`src/bru_params.svh`:
```
// Branch unit sizing: data width, reset PC, global history and counter table
`ifndef BRU_PARAMS_SVH
`define BRU_PARAMS_SVH

//////////////////////////////////////////////////
// Datapath
//////////////////////////////////////////////////

// Data and PC width
`define BRU_XLEN 32

// First fetch address after reset
`define BRU_PC_INIT 'h200

//////////////////////////////////////////////////
// Branch prediction
//////////////////////////////////////////////////

// Global history length in bits
`define BRU_BP_GLOBAL_BITS 2

// Counter table index width, 64 entries
`define BRU_BHT_BITS 6

`endif

```
`src/bru_pkg.sv`:
```
// Branch unit types: opcodes, branch functions, instruction word, exceptions
`default_nettype none

package bru_pkg;

  //////////////////////////////////////////////////
  // Instruction word
  //////////////////////////////////////////////////

  typedef logic [31:0] instr_t;

  // FENCE.I with rd, rs1 and imm all zero
  localparam instr_t FENCE_I_WORD = 32'h0000_100f;

  // Major opcodes seen by the branch unit
  typedef enum logic [6:0] {
    OPC_OTHER   = 7'b000_0000,
    OPC_MISCMEM = 7'b000_1111,
    OPC_BRANCH  = 7'b110_0011,
    OPC_JALR    = 7'b110_0111,
    OPC_JAL     = 7'b110_1111
  } opcode_e;

  //////////////////////////////////////////////////
  // Resolved branch function
  //////////////////////////////////////////////////

  typedef enum logic [3:0] {
    BR_NONE    = 4'd0,
    BR_JAL     = 4'd1,
    BR_JALR    = 4'd2,
    BR_BEQ     = 4'd3,
    BR_BNE     = 4'd4,
    BR_BLT     = 4'd5,
    BR_BGE     = 4'd6,
    BR_BLTU    = 4'd7,
    BR_BGEU    = 4'd8,
    BR_FENCE_I = 4'd9,
    BR_FENCE   = 4'd10
  } br_func_e;

  // Exception bundle passed down the pipeline
  // any is the OR of the cause bits
  typedef struct packed {
    logic any;
    logic misaligned_instruction;
    logic illegal_instruction;
    logic breakpoint;
  } exceptions_t;

endpackage

`default_nettype wire

```
`src/bru_if.sv`:
```
// Branch unit internal buses: decoded fields, resolution result, predictor update
`timescale 1ns/100ps
`default_nettype none
`include "bru_params.svh"

// Decoder to resolver, combinational
interface bru_dec_if;
  bru_pkg::br_func_e    func;
  logic [`BRU_XLEN-1:0] imm_b;
  logic [`BRU_XLEN-1:0] imm_j;
  logic [`BRU_XLEN-1:0] pc_plus4;

  modport src (output func, imm_b, imm_j, pc_plus4);
  modport dst (input  func, imm_b, imm_j, pc_plus4);
endinterface

// Resolver to control, combinational
interface bru_res_if;
  logic                 btaken;
  logic                 bp_update;
  logic                 pipeflush;
  logic                 cacheflush;
  logic [`BRU_XLEN-1:0] nxt_pc;
  logic                 misaligned;

  modport src (output btaken, bp_update, pipeflush, cacheflush, nxt_pc, misaligned);
  modport dst (input  btaken, bp_update, pipeflush, cacheflush, nxt_pc, misaligned);
endinterface

// Control to counter table, update is a single cycle pulse
interface bru_upd_if;
  logic                           update;
  logic                           btaken;
  logic [`BRU_XLEN-1:0]           pc;
  logic [`BRU_BP_GLOBAL_BITS-1:0] history;

  modport src (output update, btaken, pc, history);
  modport dst (input  update, btaken, pc, history);
endinterface

`default_nettype wire

```
`src/bru_decode.sv`:
```
// Branch decoder: maps the ID instruction to a branch function and immediates
`timescale 1ns/100ps
`default_nettype none
`include "bru_params.svh"

module bru_decode (
  input  bru_pkg::instr_t      id_instr_i,
  input  logic                 id_bubble_i,
  input  logic [`BRU_XLEN-1:0] id_pc_i,
  bru_dec_if.src               dec
);

  bru_pkg::opcode_e opcode;
  logic [2:0]       funct3;

  assign funct3 = id_instr_i[14:12];

  // Fold unknown opcodes into OPC_OTHER
  always_comb begin
    case (id_instr_i[6:0])
      bru_pkg::OPC_JAL:     opcode = bru_pkg::OPC_JAL;
      bru_pkg::OPC_JALR:    opcode = bru_pkg::OPC_JALR;
      bru_pkg::OPC_BRANCH:  opcode = bru_pkg::OPC_BRANCH;
      bru_pkg::OPC_MISCMEM: opcode = bru_pkg::OPC_MISCMEM;
      default:              opcode = bru_pkg::OPC_OTHER;
    endcase
  end

  //////////////////////////////////////////////////
  // Branch function
  //////////////////////////////////////////////////

  always_comb begin
    dec.func = bru_pkg::BR_NONE;
    if (!id_bubble_i) begin
      case (opcode)
        bru_pkg::OPC_JAL:  dec.func = bru_pkg::BR_JAL;
        bru_pkg::OPC_JALR: dec.func = bru_pkg::BR_JALR;
        bru_pkg::OPC_BRANCH: begin
          case (funct3)
            3'b000:  dec.func = bru_pkg::BR_BEQ;
            3'b001:  dec.func = bru_pkg::BR_BNE;
            3'b100:  dec.func = bru_pkg::BR_BLT;
            3'b101:  dec.func = bru_pkg::BR_BGE;
            3'b110:  dec.func = bru_pkg::BR_BLTU;
            3'b111:  dec.func = bru_pkg::BR_BGEU;
            // 010 and 011 are reserved
            default: dec.func = bru_pkg::BR_NONE;
          endcase
        end
        // Only the exact FENCE.I word flushes the caches
        bru_pkg::OPC_MISCMEM: begin
          dec.func = (id_instr_i == bru_pkg::FENCE_I_WORD) ? bru_pkg::BR_FENCE_I
                                                           : bru_pkg::BR_FENCE;
        end
        default: dec.func = bru_pkg::BR_NONE;
      endcase
    end
  end

  //////////////////////////////////////////////////
  // Immediates
  //////////////////////////////////////////////////

  // B-type, 13 bit offset with bit 0 always zero
  assign dec.imm_b = {{(`BRU_XLEN-12){id_instr_i[31]}}, id_instr_i[7],
                      id_instr_i[30:25], id_instr_i[11:8], 1'b0};

  // J-type, 21 bit offset with bit 0 always zero
  assign dec.imm_j = {{(`BRU_XLEN-20){id_instr_i[31]}}, id_instr_i[19:12],
                      id_instr_i[20], id_instr_i[30:21], 1'b0};

  // No compressed support, fall-through is always +4
  assign dec.pc_plus4 = id_pc_i + `BRU_XLEN'd4;

endmodule

`default_nettype wire

```
`src/bru_resolve.sv`:
```
// Branch resolver: compares operands, computes the target and the flush requests
`timescale 1ns/100ps
`default_nettype none
`include "bru_params.svh"

module bru_resolve (
  bru_dec_if.dst               dec,
  input  logic [`BRU_XLEN-1:0] id_pc_i,
  input  logic [`BRU_XLEN-1:0] opa_i,
  input  logic [`BRU_XLEN-1:0] opb_i,
  input  logic                 id_bp_taken_i,
  input  logic                 id_exc_misaligned_i,
  bru_res_if.src               res
);

  logic                 op_eq;
  logic                 op_lt;
  logic                 op_ltu;
  logic                 is_cond;
  logic                 cond_taken;
  logic [`BRU_XLEN-1:0] tgt_base;
  logic [`BRU_XLEN-1:0] tgt_ofs;
  logic [`BRU_XLEN-1:0] tgt_sum;
  logic [`BRU_XLEN-1:0] target;

  //////////////////////////////////////////////////
  // Comparator
  //////////////////////////////////////////////////

  assign op_eq  = (opa_i == opb_i);
  assign op_lt  = ($signed(opa_i) < $signed(opb_i));
  assign op_ltu = (opa_i < opb_i);

  always_comb begin
    is_cond    = 1'b1;
    cond_taken = 1'b0;
    case (dec.func)
      bru_pkg::BR_BEQ:  cond_taken = op_eq;
      bru_pkg::BR_BNE:  cond_taken = ~op_eq;
      bru_pkg::BR_BLT:  cond_taken = op_lt;
      bru_pkg::BR_BGE:  cond_taken = ~op_lt;
      bru_pkg::BR_BLTU: cond_taken = op_ltu;
      bru_pkg::BR_BGEU: cond_taken = ~op_ltu;
      default:          is_cond    = 1'b0;
    endcase
  end

  //////////////////////////////////////////////////
  // Target adder
  //////////////////////////////////////////////////

  // One shared adder, JALR adds the operands, everything else adds to PC
  always_comb begin
    tgt_base = id_pc_i;
    tgt_ofs  = dec.imm_b;
    case (dec.func)
      bru_pkg::BR_JAL: tgt_ofs = dec.imm_j;
      bru_pkg::BR_JALR: begin
        tgt_base = opa_i;
        tgt_ofs  = opb_i;
      end
      default: tgt_ofs = dec.imm_b;
    endcase
  end

  assign tgt_sum = tgt_base + tgt_ofs;

  // JALR drops bit 0 of the sum
  assign target = (dec.func == bru_pkg::BR_JALR) ? {tgt_sum[`BRU_XLEN-1:1], 1'b0} : tgt_sum;

  //////////////////////////////////////////////////
  // Result
  //////////////////////////////////////////////////

  always_comb begin
    res.btaken     = cond_taken;
    res.bp_update  = is_cond;
    res.cacheflush = 1'b0;
    // Mispredict on conditional branches, no flush otherwise
    res.pipeflush  = is_cond & (cond_taken ^ id_bp_taken_i);
    case (dec.func)
      bru_pkg::BR_JAL: begin
        res.btaken    = 1'b1;
        // Fetch already redirected when predicted
        res.pipeflush = ~id_bp_taken_i;
      end
      bru_pkg::BR_JALR: begin
        res.btaken    = 1'b1;
        res.pipeflush = 1'b1;
      end
      bru_pkg::BR_FENCE_I: begin
        res.pipeflush  = 1'b1;
        res.cacheflush = 1'b1;
      end
      default: ;
    endcase
  end

  assign res.nxt_pc = res.btaken ? target : dec.pc_plus4;

  // Word alignment check on computed targets only
  assign res.misaligned = id_exc_misaligned_i |
                          ((is_cond || dec.func == bru_pkg::BR_JALR) && (|res.nxt_pc[1:0]));

endmodule

`default_nettype wire

```
`src/bru_ctrl.sv`:
```
// Branch control: registers the resolution, squashes exceptions, keeps global history
`timescale 1ns/100ps
`default_nettype none
`include "bru_params.svh"

module bru_ctrl (
  input  logic                           clk_i,
  input  logic                           rst_ni,
  input  logic                           ex_stall_i,
  input  logic                           st_flush_i,
  input  logic                           later_exc_any_i,
  input  logic [`BRU_XLEN-1:0]           id_pc_i,
  input  logic [1:0]                     id_bp_predict_i,
  input  bru_pkg::exceptions_t           id_exc_i,
  bru_res_if.dst                         res,
  bru_upd_if.src                         upd,
  output logic [`BRU_XLEN-1:0]           bu_nxt_pc_o,
  output logic                           bu_flush_o,
  output logic                           bu_cacheflush_o,
  output logic [1:0]                     bu_bp_predict_o,
  output logic                           bu_bp_btaken_o,
  output logic                           bu_bp_update_o,
  output logic [`BRU_BP_GLOBAL_BITS-1:0] bu_bp_history_o,
  output bru_pkg::exceptions_t           bu_exceptions_o
);

  // One extra bit holds the branch just resolved
  logic [`BRU_BP_GLOBAL_BITS:0] bp_history_q;
  logic [`BRU_XLEN-1:0]         upd_pc_q;
  bru_pkg::exceptions_t         exc_d;
  logic                         squash;

  //////////////////////////////////////////////////
  // Flush and prediction feedback
  //////////////////////////////////////////////////

  // These ignore the stall
  always_ff @(posedge clk_i or negedge rst_ni) begin
    if (!rst_ni) begin
      // Start with the pipeline flushed
      bu_flush_o      <= 1'b1;
      bu_cacheflush_o <= 1'b0;
      bu_bp_predict_o <= 2'b00;
      bu_bp_btaken_o  <= 1'b0;
      bu_bp_update_o  <= 1'b0;
      bp_history_q    <= '0;
    end else begin
      bu_flush_o      <= res.pipeflush;
      bu_cacheflush_o <= res.cacheflush;
      bu_bp_predict_o <= id_bp_predict_i;
      bu_bp_btaken_o  <= res.btaken;
      bu_bp_update_o  <= res.bp_update;
      // Shift register of taken bits, conditional branches only
      if (res.bp_update) begin
        bp_history_q <= {bp_history_q[`BRU_BP_GLOBAL_BITS-1:0], res.btaken};
      end
    end
  end

  // Newest bit left out so a branch does not see itself
  assign bu_bp_history_o = bp_history_q[`BRU_BP_GLOBAL_BITS:1];

  // Branch PC for training, valid together with bu_bp_update_o
  always_ff @(posedge clk_i) begin
    if (res.bp_update) begin
      upd_pc_q <= id_pc_i;
    end
  end

  assign upd.update  = bu_bp_update_o;
  assign upd.btaken  = bu_bp_btaken_o;
  assign upd.pc      = upd_pc_q;
  assign upd.history = bu_bp_history_o;

  //////////////////////////////////////////////////
  // Next PC and exceptions
  //////////////////////////////////////////////////

  // Wrong-path instruction or an older stage already trapping
  assign squash = bu_flush_o | st_flush_i | later_exc_any_i;

  always_comb begin
    exc_d                        = id_exc_i;
    exc_d.misaligned_instruction = res.misaligned;
    exc_d.any                    = id_exc_i.any | res.misaligned;
  end

  // Frozen while EX stalls
  always_ff @(posedge clk_i or negedge rst_ni) begin
    if (!rst_ni) begin
      bu_nxt_pc_o     <= `BRU_XLEN'(`BRU_PC_INIT);
      bu_exceptions_o <= '0;
    end else if (!ex_stall_i) begin
      bu_nxt_pc_o     <= res.nxt_pc;
      bu_exceptions_o <= squash ? '0 : exc_d;
    end
  end

endmodule

`default_nettype wire

```
`src/bru_bht.sv`:
```
// Branch history table: 2-bit saturating counters indexed by PC xor global history
`timescale 1ns/100ps
`default_nettype none
`include "bru_params.svh"

module bru_bht (
  input  logic                           clk_i,
  input  logic                           rst_ni,
  input  logic [`BRU_XLEN-1:0]           fetch_pc_i,
  input  logic [`BRU_BP_GLOBAL_BITS-1:0] history_i,
  bru_upd_if.dst                         upd,
  output logic [1:0]                     fetch_predict_o
);

  localparam int unsigned NUM_ENTRIES = 1 << `BRU_BHT_BITS;

  logic [NUM_ENTRIES-1:0][1:0] cnt_q;
  logic [`BRU_BHT_BITS-1:0]    fetch_idx;
  logic [`BRU_BHT_BITS-1:0]    upd_idx;
  logic [1:0]                  upd_cnt;
  logic [1:0]                  upd_cnt_nxt;

  // Word address bits hashed with the zero-extended history
  function automatic logic [`BRU_BHT_BITS-1:0] bht_index(
    input logic [`BRU_XLEN-1:0]           pc,
    input logic [`BRU_BP_GLOBAL_BITS-1:0] hist
  );
    return pc[`BRU_BHT_BITS+1:2] ^
           {{(`BRU_BHT_BITS-`BRU_BP_GLOBAL_BITS){1'b0}}, hist};
  endfunction

  assign fetch_idx = bht_index(fetch_pc_i, history_i);
  assign upd_idx   = bht_index(upd.pc, upd.history);

  //////////////////////////////////////////////////
  // Training
  //////////////////////////////////////////////////

  assign upd_cnt = cnt_q[upd_idx];

  // Saturate at strongly taken and strongly not taken
  always_comb begin
    upd_cnt_nxt = upd_cnt;
    if (upd.btaken && upd_cnt != 2'b11) begin
      upd_cnt_nxt = upd_cnt + 2'd1;
    end else if (!upd.btaken && upd_cnt != 2'b00) begin
      upd_cnt_nxt = upd_cnt - 2'd1;
    end
  end

  always_ff @(posedge clk_i or negedge rst_ni) begin
    if (!rst_ni) begin
      // Every entry weakly not taken
      cnt_q <= {NUM_ENTRIES{2'b01}};
    end else if (upd.update) begin
      cnt_q[upd_idx] <= upd_cnt_nxt;
    end
  end

  //////////////////////////////////////////////////
  // Lookup
  //////////////////////////////////////////////////

  // Reads the table before this edge's training takes effect
  always_ff @(posedge clk_i or negedge rst_ni) begin
    if (!rst_ni) begin
      fetch_predict_o <= 2'b01;
    end else begin
      fetch_predict_o <= cnt_q[fetch_idx];
    end
  end

endmodule

`default_nettype wire

```
`src/bru_top.sv`:
```
// Branch resolution unit top: decoder, resolver, control and counter table
`timescale 1ns/100ps
`default_nettype none
`include "bru_params.svh"

module bru_top (
  input  logic                           clk_i,
  input  logic                           rst_ni,
  // Pipeline control
  input  logic                           ex_stall_i,
  input  logic                           st_flush_i,
  input  logic                           later_exc_any_i,
  // Decoded instruction from ID
  input  bru_pkg::instr_t                id_instr_i,
  input  logic                           id_bubble_i,
  input  logic [`BRU_XLEN-1:0]           id_pc_i,
  input  logic [`BRU_XLEN-1:0]           opa_i,
  input  logic [`BRU_XLEN-1:0]           opb_i,
  input  logic [1:0]                     id_bp_predict_i,
  input  bru_pkg::exceptions_t           id_exc_i,
  // Fetch side prediction
  input  logic [`BRU_XLEN-1:0]           fetch_pc_i,
  output logic [1:0]                     fetch_predict_o,
  // Toward EX
  output logic [`BRU_XLEN-1:0]           bu_nxt_pc_o,
  output logic                           bu_flush_o,
  output logic                           bu_cacheflush_o,
  output logic [1:0]                     bu_bp_predict_o,
  output logic                           bu_bp_btaken_o,
  output logic                           bu_bp_update_o,
  output logic [`BRU_BP_GLOBAL_BITS-1:0] bu_bp_history_o,
  output bru_pkg::exceptions_t           bu_exceptions_o
);

  bru_dec_if dec_if ();
  bru_res_if res_if ();
  bru_upd_if upd_if ();

  bru_decode u_decode (
    .id_instr_i  (id_instr_i),
    .id_bubble_i (id_bubble_i),
    .id_pc_i     (id_pc_i),
    .dec         (dec_if.src)
  );

  // Bit 1 of the prediction is the taken guess
  bru_resolve u_resolve (
    .dec                 (dec_if.dst),
    .id_pc_i             (id_pc_i),
    .opa_i               (opa_i),
    .opb_i               (opb_i),
    .id_bp_taken_i       (id_bp_predict_i[1]),
    .id_exc_misaligned_i (id_exc_i.misaligned_instruction),
    .res                 (res_if.src)
  );

  bru_ctrl u_ctrl (
    .clk_i           (clk_i),
    .rst_ni          (rst_ni),
    .ex_stall_i      (ex_stall_i),
    .st_flush_i      (st_flush_i),
    .later_exc_any_i (later_exc_any_i),
    .id_pc_i         (id_pc_i),
    .id_bp_predict_i (id_bp_predict_i),
    .id_exc_i        (id_exc_i),
    .res             (res_if.dst),
    .upd             (upd_if.src),
    .bu_nxt_pc_o     (bu_nxt_pc_o),
    .bu_flush_o      (bu_flush_o),
    .bu_cacheflush_o (bu_cacheflush_o),
    .bu_bp_predict_o (bu_bp_predict_o),
    .bu_bp_btaken_o  (bu_bp_btaken_o),
    .bu_bp_update_o  (bu_bp_update_o),
    .bu_bp_history_o (bu_bp_history_o),
    .bu_exceptions_o (bu_exceptions_o)
  );

  bru_bht u_bht (
    .clk_i           (clk_i),
    .rst_ni          (rst_ni),
    .fetch_pc_i      (fetch_pc_i),
    .history_i       (bu_bp_history_o),
    .upd             (upd_if.dst),
    .fetch_predict_o (fetch_predict_o)
  );

endmodule

`default_nettype wire

```
`config.mk`:
```
export PLATFORM = sky130hd
export DESIGN_NAME = bru_top
export DESIGN_NICKNAME = d
export VERILOG_FILES = /design/src/bru_pkg.sv /design/src/bru_if.sv /design/src/bru_decode.sv /design/src/bru_resolve.sv /design/src/bru_ctrl.sv /design/src/bru_bht.sv /design/src/bru_top.sv
export VERILOG_INCLUDE_DIRS = /design/src /design/src/src
export SDC_FILE = /design/constraint.sdc
export NUM_CORES = 1
export LEC_CHECK = 0
export BUFFER_PORTS_ARGS = -buffer_cell sky130_fd_sc_hd__buf_2
export CORE_MARGIN = 1.5
export CORE_UTILIZATION = 40
export CTS_CLUSTER_DIAMETER = 120
export CTS_CLUSTER_SIZE = 14
export DETAILED_ROUTE_END_ITERATION = 10
export HOLD_SLACK_MARGIN = 0.12
export PLACE_DENSITY = 0.68
export SYNTH_ARGS = -nofsm -noshare
export SYNTH_HDL_FRONTEND = slang
export SYNTH_HIERARCHICAL = 1
export SYNTH_SLANG_ARGS = --single-unit
```
`constraint.sdc`:
```
create_clock -name clk_i -period 4.1 [get_ports clk_i]
set_input_delay 0.615 -clock clk_i [delete_from_list [all_inputs] [get_ports clk_i]]
set_output_delay 0.615 -clock clk_i [all_outputs]
set_load 0.02 [all_outputs]
```
## Yosys cells after proc, flatten, opt, wreduce, memory -nomap -nowiden

Index checks and enable logic that the tools add are counted.
W data, S select, Z words.

| storage, ports and cells | value |
|---|---|
| bits in latches | 0 |
| memory bits (writable) | 0 |
| memories kept | 0 |
| logic and storage cells | 159 |
| bits of input ports | 172 |
| ROM bits | 0 |
| flip-flop bits (word level) | 183 |

| operators by class | value |
|---|---|
| muxes and demuxes | 24 |
| shift-type cells | 0 |
| add/subtract/negate cells | 4 |
| divide/modulo/power cells | 0 |
| bitwise operators | 12 |
| $lt $le $gt $ge | 5 |
| $mul | 0 |
| equal/unequal tests | 25 |
| reduce and logical (&&, ||, !) cells | 12 |

Operators with widths:

| operator | count |
|---|---|
| $bwmux W128 | 1 |
| $lt A32 B32 Y1 | 2 |
| $mux W32 | 2 |
| $pmux W32 S2 | 1 |
| $eq A7 B7 Y1 const B | 6 |
| $add A32 B3 Y32 const B | 1 |
| $add A32 B32 Y32 | 1 |
| $eq A32 B13 Y1 const B | 1 |
| $eq A32 B32 Y1 | 1 |
| $pmux W7 S4 | 1 |
| $bmux W2 S6 | 2 |
| $pmux W4 S6 | 1 |
| $eq A4 B3 Y1 const B | 4 |
| $pmux W4 S4 | 1 |
| $eq A7 B4 Y1 const B | 2 |
| $lt A6 B7 Y1 const B | 2 |
| $demux W2 S6 | 1 |
| $eq A3 B3 Y1 const B | 4 |
| $mux W2 | 6 |
| $xor A6 B2 Y6 | 2 |
| $eq A4 B2 Y1 const B | 2 |
| $eq A4 B4 Y1 const B | 2 |
| $mux W4 | 2 |
| $ge A6 B1 Y1 const B | 1 |
| 19 further kinds | 33 |

## Logic depth before layout (Yosys ltp)

Gate-level depths: netlist of the first run.

| depth | value |
|---|---|
| depth after elaboration | 15 |
| mapped depth | 23 |
| depth with buffers taken out | 21 |

## Cells and area by module

The synthesis of the first run kept the hierarchy.

By module, submodules not included:

| module | cells an instance | times used | area an instance (sq um) | seq. area each (sq um) |
|---|---|---|---|---|
| bru_bht | 662 | 1 | 7663.6 | 3334.4 |
| bru_resolve | 570 | 1 | 3895.0 | 0.0 |
| bru_ctrl | 128 | 1 | 2733.9 | 2089.5 |
| bru_decode | 180 | 1 | 1282.5 | 0.0 |

## Least setup slack after synthesis of the first run

No wires, ideal clock.

| timing path | value |
|---|---|
| path kind | input to register |
| from | input port id_instr_i[4] |
| to | register u_ctrl.bu_nxt_pc_o[30] |
| buffers on the path | 3 |
| setup slack | -1611 ps |
| setup time | 125 ps |
| stages | 19 |
| arrival | 5586 ps |
| required time | 3975 ps |
| cells stage by stage | nand3b_1 > or3_1 > or2_2 > a21oi_1 > clkbuf_1 > nor4b_2 > clkbuf_1 > clkbuf_1 > mux2_2 > ha_1 > a2111oi_0 > o221ai_1 > o21ai_2 > o21ai_1 > a41oi_1 > o21ai_0 > xor2_1 > mux2_2 > mux2_4 |

| on the way | value |
|---|---|
| longest elaborated chain between the ends | 9 |
| elaborated cells between the ends (all ways) | 28 |

Ends and longest elaborated chain:

| what | RTL line | text |
|---|---|---|
| start: declaration | bru_top.sv:14 | `input bru_pkg::instr_t id_instr_i,` |
| $eq A7 B4 Y1 / $eq A7 B7 Y1 (equally long branches) | bru_decode.sv:20 | `case (id_instr_i[6:0])` |
| $pmux W7 S4 | bru_decode.sv:20 |  |
| $eq A7 B4 Y1 / $eq A7 B7 Y1 (equally long branches) | bru_decode.sv:36 | `case (opcode)` |
| $pmux W4 S4 * | bru_decode.sv:36 |  |
| $mux W4 * | bru_decode.sv:35 | `if (!id_bubble_i) begin` |
| net dec_if.func[1] | bru_if.sv:8 | `bru_pkg::br_func_e func;` |
| $eq A4 B2 Y1, or another cell as far along | bru_resolve.sv:56, bru_resolve.sv:81 |  |
| $pmux W32 S2, or another cell as far along | bru_resolve.sv:56 | `case (dec.func)` |
| $add A32 B32 Y32 / $mux W1 (equally long branches) | bru_resolve.sv:66, bru_resolve.sv:81 |  |
| $mux W32 * | bru_resolve.sv:99 | `assign res.nxt_pc = res.btaken ? target : dec.pc_plus4;` |
| net res_if.nxt_pc[30] | bru_if.sv:23 | `` logic [`BRU_XLEN-1:0] nxt_pc; `` |
| end signal: assignment | bru_ctrl.sv:91 | `` bu_nxt_pc_o <= `BRU_XLEN'(`BRU_PC_INIT); `` |
| end signal: assignment | bru_ctrl.sv:94 | `bu_nxt_pc_o <= res.nxt_pc;` |
| end: declaration | bru_ctrl.sv:17 | `` output logic [`BRU_XLEN-1:0] bu_nxt_pc_o, `` |

The timed path passes the listed nets; every way through them passes the cells marked *.
A chain may end at the register's enable or synchronous reset.

## Worst setup path after layout of the first run

| timing path | value |
|---|---|
| from | input port id_instr_i[4] |
| to | register u_ctrl.bu_nxt_pc_o[16] |

Same word-level chain as after synthesis.

==> metrics.yaml, run 1 <==
outcome:
  status: "finished, violations left"
  failed_checks: "negative setup slack"
logic_synthesis:
  yosys_warnings: 6
  syn-instance-count: 1514
  synth_area_mm2: 0.0148
  avgSynthCellArea_um2: 9.77
critical_path:
  path_buf_inv: 5
  critPathSlowestCell: "or3b_4"
  critPathArrivalTime_ps: 4950
  path_class: "in2reg"
  crit_chain: "buf_6 > nand3b_1 > or3_4 > or2_4 > a21oi_4 > nor4b_4 > buf_6 > buf_12 > buf_6 > mux2i_4 > buf_4 > fa_2 > nor2b_2 > o31a_1 > o211a_4 > or3b_4 > a21o_1 > a21oi_2 > xnor2_1 > mux2_4 > mux2_4"
  startpoint_type: "primary input"
  worstReg2RegEnd: "u_bht/cnt_q[104]"
  cp_top_family: "simple AND/OR/NAND/NOR gates"
  cp_max_fo: 8
  cpMostUsedCell: "buf_6"
  max_stage_delay_ps: 400
  r2r_start: "u_ctrl/upd.pc[3]"
  cp.required_ps: 4440
  worst_setup_path_end_kind: "flip-flop"
  ff2ff_setup_slack_ps: 190
  ff2ff_path_depth: 18
power:
  p_per_area_mw_per_mm2: 251
  leakagePower_uw: 0.00841
  vdd_drop_max_v: 0.000237
finish:
  final_layout_size_suffix_gt1_share_pct: 51.0
  layout_commonest_cell: "nand2_1"
  fin_util_pct: 52.3
  area_delta_synth_final_pct: 29.1
  most-common-layout-cells: "nand2_1, buf_4, buf_2"
  nNetsFinal: 2061
  fin_cells: 2305
global_route:
  grt_first_pass_wirelength_um: 73300
  grt_max_degree: 103
  grt_pass1_vias: 13366
  grt_usage_pct: 24.4
  antenna_found_initial: 2
  grt_overflow: 0
sta:
  finalMaxSlewViolations: 0
  worst_pin_slew_ps: 1190
  hold_viol: 0
  timing.final.ws_setup_ps: -510
  final.setup_skew_ps: 15.2
  min_period_ps: 4610
  period_share_pct: 112
  slew_headroom_pct: 20.0
  rsz0062_at_grt: "true"
  setup_violations: 26
  setup_tns_ps: -7060
  fmax_ghz: 0.217
drt:
  vias: 13349
  drt-total-wl_um: 47300
  drt-wirelength-per-cell_um: 20.5
  drcViolationCount: 0
  first_pass_iters: 8
  ant_nets: 0
  vias_per_cell: 5.79
  drt_iter0_drc: 1115
die:
  ios: 218
  die_y_um: 195
  initial_core_util_pct: 40.5
  fp.coreArea_mm2: 0.0365
  num_rows: 70
  die_w_um: 195
  dieArea_mm2: 0.0381
placement:
  port_buffers: 191
  routabilityCongestion: 0.942
  placed_cells: 2230
  dpl.hpwl_um: 34400
clocking:
  cts_root_buffer: "clkbuf_16"
  cts_tree: "built"
  numCtsBuffers: 17
  cts_buffer_depth: 2
  clk_pin_slew_ps: 70
  worstSkewPairLatency_ps: 440
  ctsHoldBuffers: 0
  htreeDepth: 4
  clock-sinks: 181
worst_hold_path:
  hold_path_depth: 1
  hold_path_end: "u_ctrl/bu_bp_predict_o[0]"
  min_from: "id_bp_predict_i[0]"
  hold_class: "in2reg"
flow_run:
  max_cap_viol_count: 0
[how the worst max path moves through the flow]
stage / to / start / slack, ps / depth (start not counted)
after detailed placement: u_ctrl/bu_nxt_pc_o[30] / id_instr_i[8] / -1180 / 21
after global routing: u_ctrl/bu_nxt_pc_o[16] / id_instr_i[18] / -580 / 23
after CTS: u_ctrl/bu_nxt_pc_o[30] / id_instr_i[4] / -370 / 21
after floorplan: u_ctrl/bu_nxt_pc_o[16] / id_instr_i[4] / -900 / 20
after global placement: u_ctrl/bu_nxt_pc_o[30] / id_instr_i[8] / -1120 / 21
final: u_ctrl/bu_nxt_pc_o[16] / id_instr_i[4] / -510 / 21
[worst register-to-register path: cells and delay by family (launching register included)]
family	cells	cell delay, ps
DFF	1	510
muxes	4	1000
xor gates and xnor gates	1	250
and+or+nand+nor	4	560
buffers and inverters	5	930
AOI/OAI and AO/OA	3	450
adders and majority gates	1	150
[where the power goes]
group          internal (uW)  switching [uW]  leakage, uW
registers               1850            39.6      0.00217
logic                    625             700      0.00597
clock network            857             727     0.000265
[flip-flops by register name, summed over array words and instances (netlist names)]
signal                  count
u_ctrl/bu_bp_predict_o      2
u_ctrl/bu_bp_btaken_o       1
u_bht/fetch_predict_o       2
u_bht/cnt_q               128
u_ctrl/bu_flush_o           1
u_ctrl/bu_cacheflush_o      1
u_ctrl/upd.pc               6
u_ctrl/bu_exceptions_o      4
u_ctrl/bp_history_q         3
u_ctrl/bu_nxt_pc_o         32
u_ctrl/bu_bp_update_o       1
[metal layers]
metal  part of all wire (%)  global-route usage [%]  wire length (um)  up-vias
met4                    3.9                    10.2              1830        2
met3                    6.9                    4.27              3290      121
met5                  0.025                       0                12        -
met2                     49                    42.1             23200      640
li1                       -                       -                 -     6079
met1                     40                    30.2             18900     6507
[per-stage QoR]
step                total power [uW]  worst slack, ps  hold slack (ps)  cell area, um^2
detailed placement              3050            -1180              490            17300
CTS                             4730             -367              264            18700
floorplan                       2590             -899              319            15100
finish                          4800             -510              284            19100
global placement                3030            -1120              476            17300
global route                    4990             -579              272            19100
[repair_timing]
item / CTS / global route
setup buffers: 28 / 14
gates cloned: 5 / 0
pin swaps: 59 / 48
resized for setup: 115 / 70
setup endpoints to repair: 24 / 92
[cell type report]
type,instances,area [um^2]
Clock inverter,11,103
Clock buffer,21,450
Fill cell,3139,17400
Inverter,51,195
Multi-Input combinational cell,1145,10000
Antenna cell,2,5.00
Timing Repair Buffer,426,3090
Sequential cell,181,4640
Tap cell,468,586
(Power assumes the default switching activity.)
==> run 2, diff against run 1 <==
--- a/config.mk
+++ b/config.mk
@@ -6,6 +6,7 @@
 export SDC_FILE = /design/constraint.sdc
 export NUM_CORES = 1
 export LEC_CHECK = 0
+export ABC_AREA = 1
 export BUFFER_PORTS_ARGS = -buffer_cell sky130_fd_sc_hd__buf_2
 export CORE_MARGIN = 1.5
 export CORE_UTILIZATION = 40
==> metrics.yaml, run 2 <==
outcome:
  status: "finished, final reports clean"
die:
  num_rows: 73  # +4.3%
  fp.coreArea_mm2: 0.0399  # +9.3%
  die_y_um: 205  # +4.7%
  dieArea_mm2: 0.0418  # +9.7%
  die_w_um: 205  # +4.7%
  initial_core_util_pct: 40.7  # +0.20 points
  ios: 218  # unchanged
critical_path:
  cp_max_fo: 22  # +14
  path_class: "in2reg"
  critPathArrivalTime_ps: 4320  # -630 ps
  cpMostUsedCell: "nand2_1"
  worst_setup_path_end_kind: "flip-flop"
  max_stage_delay_ps: 400  # about the same
  startpoint_type: "primary input"
  critPathSlowestCell: "ha_1"
  cp.required_ps: 4490  # +50 ps
sta:
  setup_tns_ps: 0  # +7060 ps
  slew_headroom_pct: 38.4  # +18 points
  finalHoldWorstSlack_ps: 161  # -123 ps
  min_period_ps: 3930  # -679 ps
  worst_pin_slew_ps: 923  # -270 ps
  setup_violations: 0  # -100%
  rsz0062_at_grt: "true"
  hold_viol: 0  # unchanged
  fmax_ghz: 0.254  # +17%
  final.setup_skew_ps: 17.8  # +2.61 ps
  period_share_pct: 95.9  # -17 points
  finalMaxSlewViolations: 0  # unchanged
finish:
  largest_register_ffs: 128  # unchanged
  nNetsFinal: 3055  # +48%
  final_layout_size_suffix_gt1_share_pct: 19.3  # -32 points
  most-common-layout-cells: "nand2_1, inv_1, nand3_1"
  layout_commonest_cell: "nand2_1"
  n_antenna_cell: 0  # -2
  top_register: "u_bht/cnt_q"
  fin_util_pct: 47.7  # -4.6 points
  area_delta_synth_final_pct: 17.2
drt:
  first_pass_iters: 6  # -2
  drcViolationCount: 0  # unchanged
  vias_per_cell: 5.20  # -10%
  drt_iter0_drc: 1524  # +37%
  ant_nets: 0  # unchanged
  drt-total-wl_um: 53400  # +13%
  drt-wirelength-per-cell_um: 15.9  # -22%
  vias: 17447  # +31%
global_route:
  grt_pass1_vias: 16610  # +24%
  grt_first_pass_wirelength_um: 84800  # +16%
  grt_usage_pct: 25.6  # +1.2 points
  grt_max_degree: 73  # -29%
  antenna_found_initial: 1  # -1
  grt_overflow: 0  # unchanged
clocking:
  worstSkewPairLatency_ps: 470  # +30 ps
  clk_pin_slew_ps: 80  # about the same
  clock-sinks: 181  # unchanged
  cts_buffer_depth: 2  # unchanged
  ctsHoldBuffers: 0  # unchanged
  cts_tree: "built"
  numCtsBuffers: 17  # unchanged
  htreeDepth: 4  # unchanged
  cts_root_buffer: "clkbuf_16"
power:
  combPwrFrac_pct: 37.5  # +9.9 points
  p_per_area_mw_per_mm2: 309  # +23%
  switching_share_pct: 39.7  # +9.2 points
  seq_power_share_pct: 32.2  # -7.2 points
  leakagePower_uw: 0.00991  # +18%
  intPower_uw: 3550  # +6.6%
  p_clk_share_pct: 30.3  # -2.7 points
  total_power_uw: 5890  # +23%
  vdd_drop_max_v: 0.000322  # +36%
  switchingPower_uw: 2340  # +60%
worst_hold_path:
  hold_class: "in2async"
logic_synthesis:
  yosys_warnings: 6  # unchanged
  avgSynthCellArea_um2: 6.23  # -36%
  syn-instance-count: 2607  # +72%
  synth_area_mm2: 0.0162  # +9.8%
flow_run:
  max_cap_viol_count: 0  # unchanged
placement:
  routabilityCongestion: 0.987  # +4.8%
  dpl.hpwl_um: 39800  # +16%
  port_buffers: 191  # unchanged
-- run 2: worst paths after layout --
path / start / end / slack, ps / depth (start not counted)
setup reg to reg: u_ctrl/bp_history_q[1] / u_bht/cnt_q[124] / 440 / 20
hold reg to reg: u_bht/cnt_q[34] / u_bht/cnt_q[34] / 470 / 2
hold / removal: rst_ni / u_bht/cnt_q[113] / 160 / 1
min in group clk_i: id_bp_predict_i[0] / u_ctrl/bu_bp_predict_o[0] / 260 / 1
max in group asynchronous: rst_ni / u_bht/cnt_q[42] / 2880 / 2
setup / recovery: id_instr_i[19] / u_ctrl/bu_nxt_pc_o[29] / 170 / 30
-- run 2: power by group through the flow --
| stage | Clock [uW] | Combinational (uW) | Sequential [uW] |
|---|---|---|---|
| floorplan | 0 | 1340 | 1960 |
| global placement | 0 | 2100 | 1930 |
| detailed placement | 0 | 2120 | 1930 |
| CTS | 1830 | 2130 | 1900 |
| global route | 1900 | 2420 | 1900 |
| finish | 1790 | 2210 | 1890 |
-- run 2: layout make-up --
cell class	instances	area (um^2)
clock inverter	15	205
tap	525	657
multi-input combinational	1930	9550
timing repair buffer	353	2310
sequential	181	4640
inverter	333	1250
clock buffer	17	425
fill	4121	20900
-- run 2: timing repair --
action | CTS | global route
endpoints found under the hold margin | 0 | 0
setup endpoints to repair | 0 | 19
buffers inserted | 0 | 4
resized for setup | 0 | 58
-- run 2: routing by layer --
layer / part of all wire, % / global-route usage, % / vias up
li1: - / - / 8573
met1: 41 / 32.3 / 8030
met2: 47 / 43.7 / 729
met3: 7.7 / 4.10 / 113
met4: 3.4 / 10.1 / 2
met5: 0.019 / 0 / -
-- run 2: critical path: cells and delay by family --
family,cells,cell delay [ps]
AND/OR/NAND/NOR,17,1750
adder cells (fa/ha/maj),1,400
buffers and inverters,8,930
AO/OA/AOI/OAI,4,610
-- run 2: through the flow --
step | cell area (um^2) | worst slack, ps | cells
detailed placement | 18100 | -302 | 3318
finish | 19000 | 169 | 3354
global route | 19000 | -91.2 | 3354
floorplan | 16300 | 12.7 | 2608
global placement | 18100 | -272 | 3318
CTS | 18800 | 155 | 3350
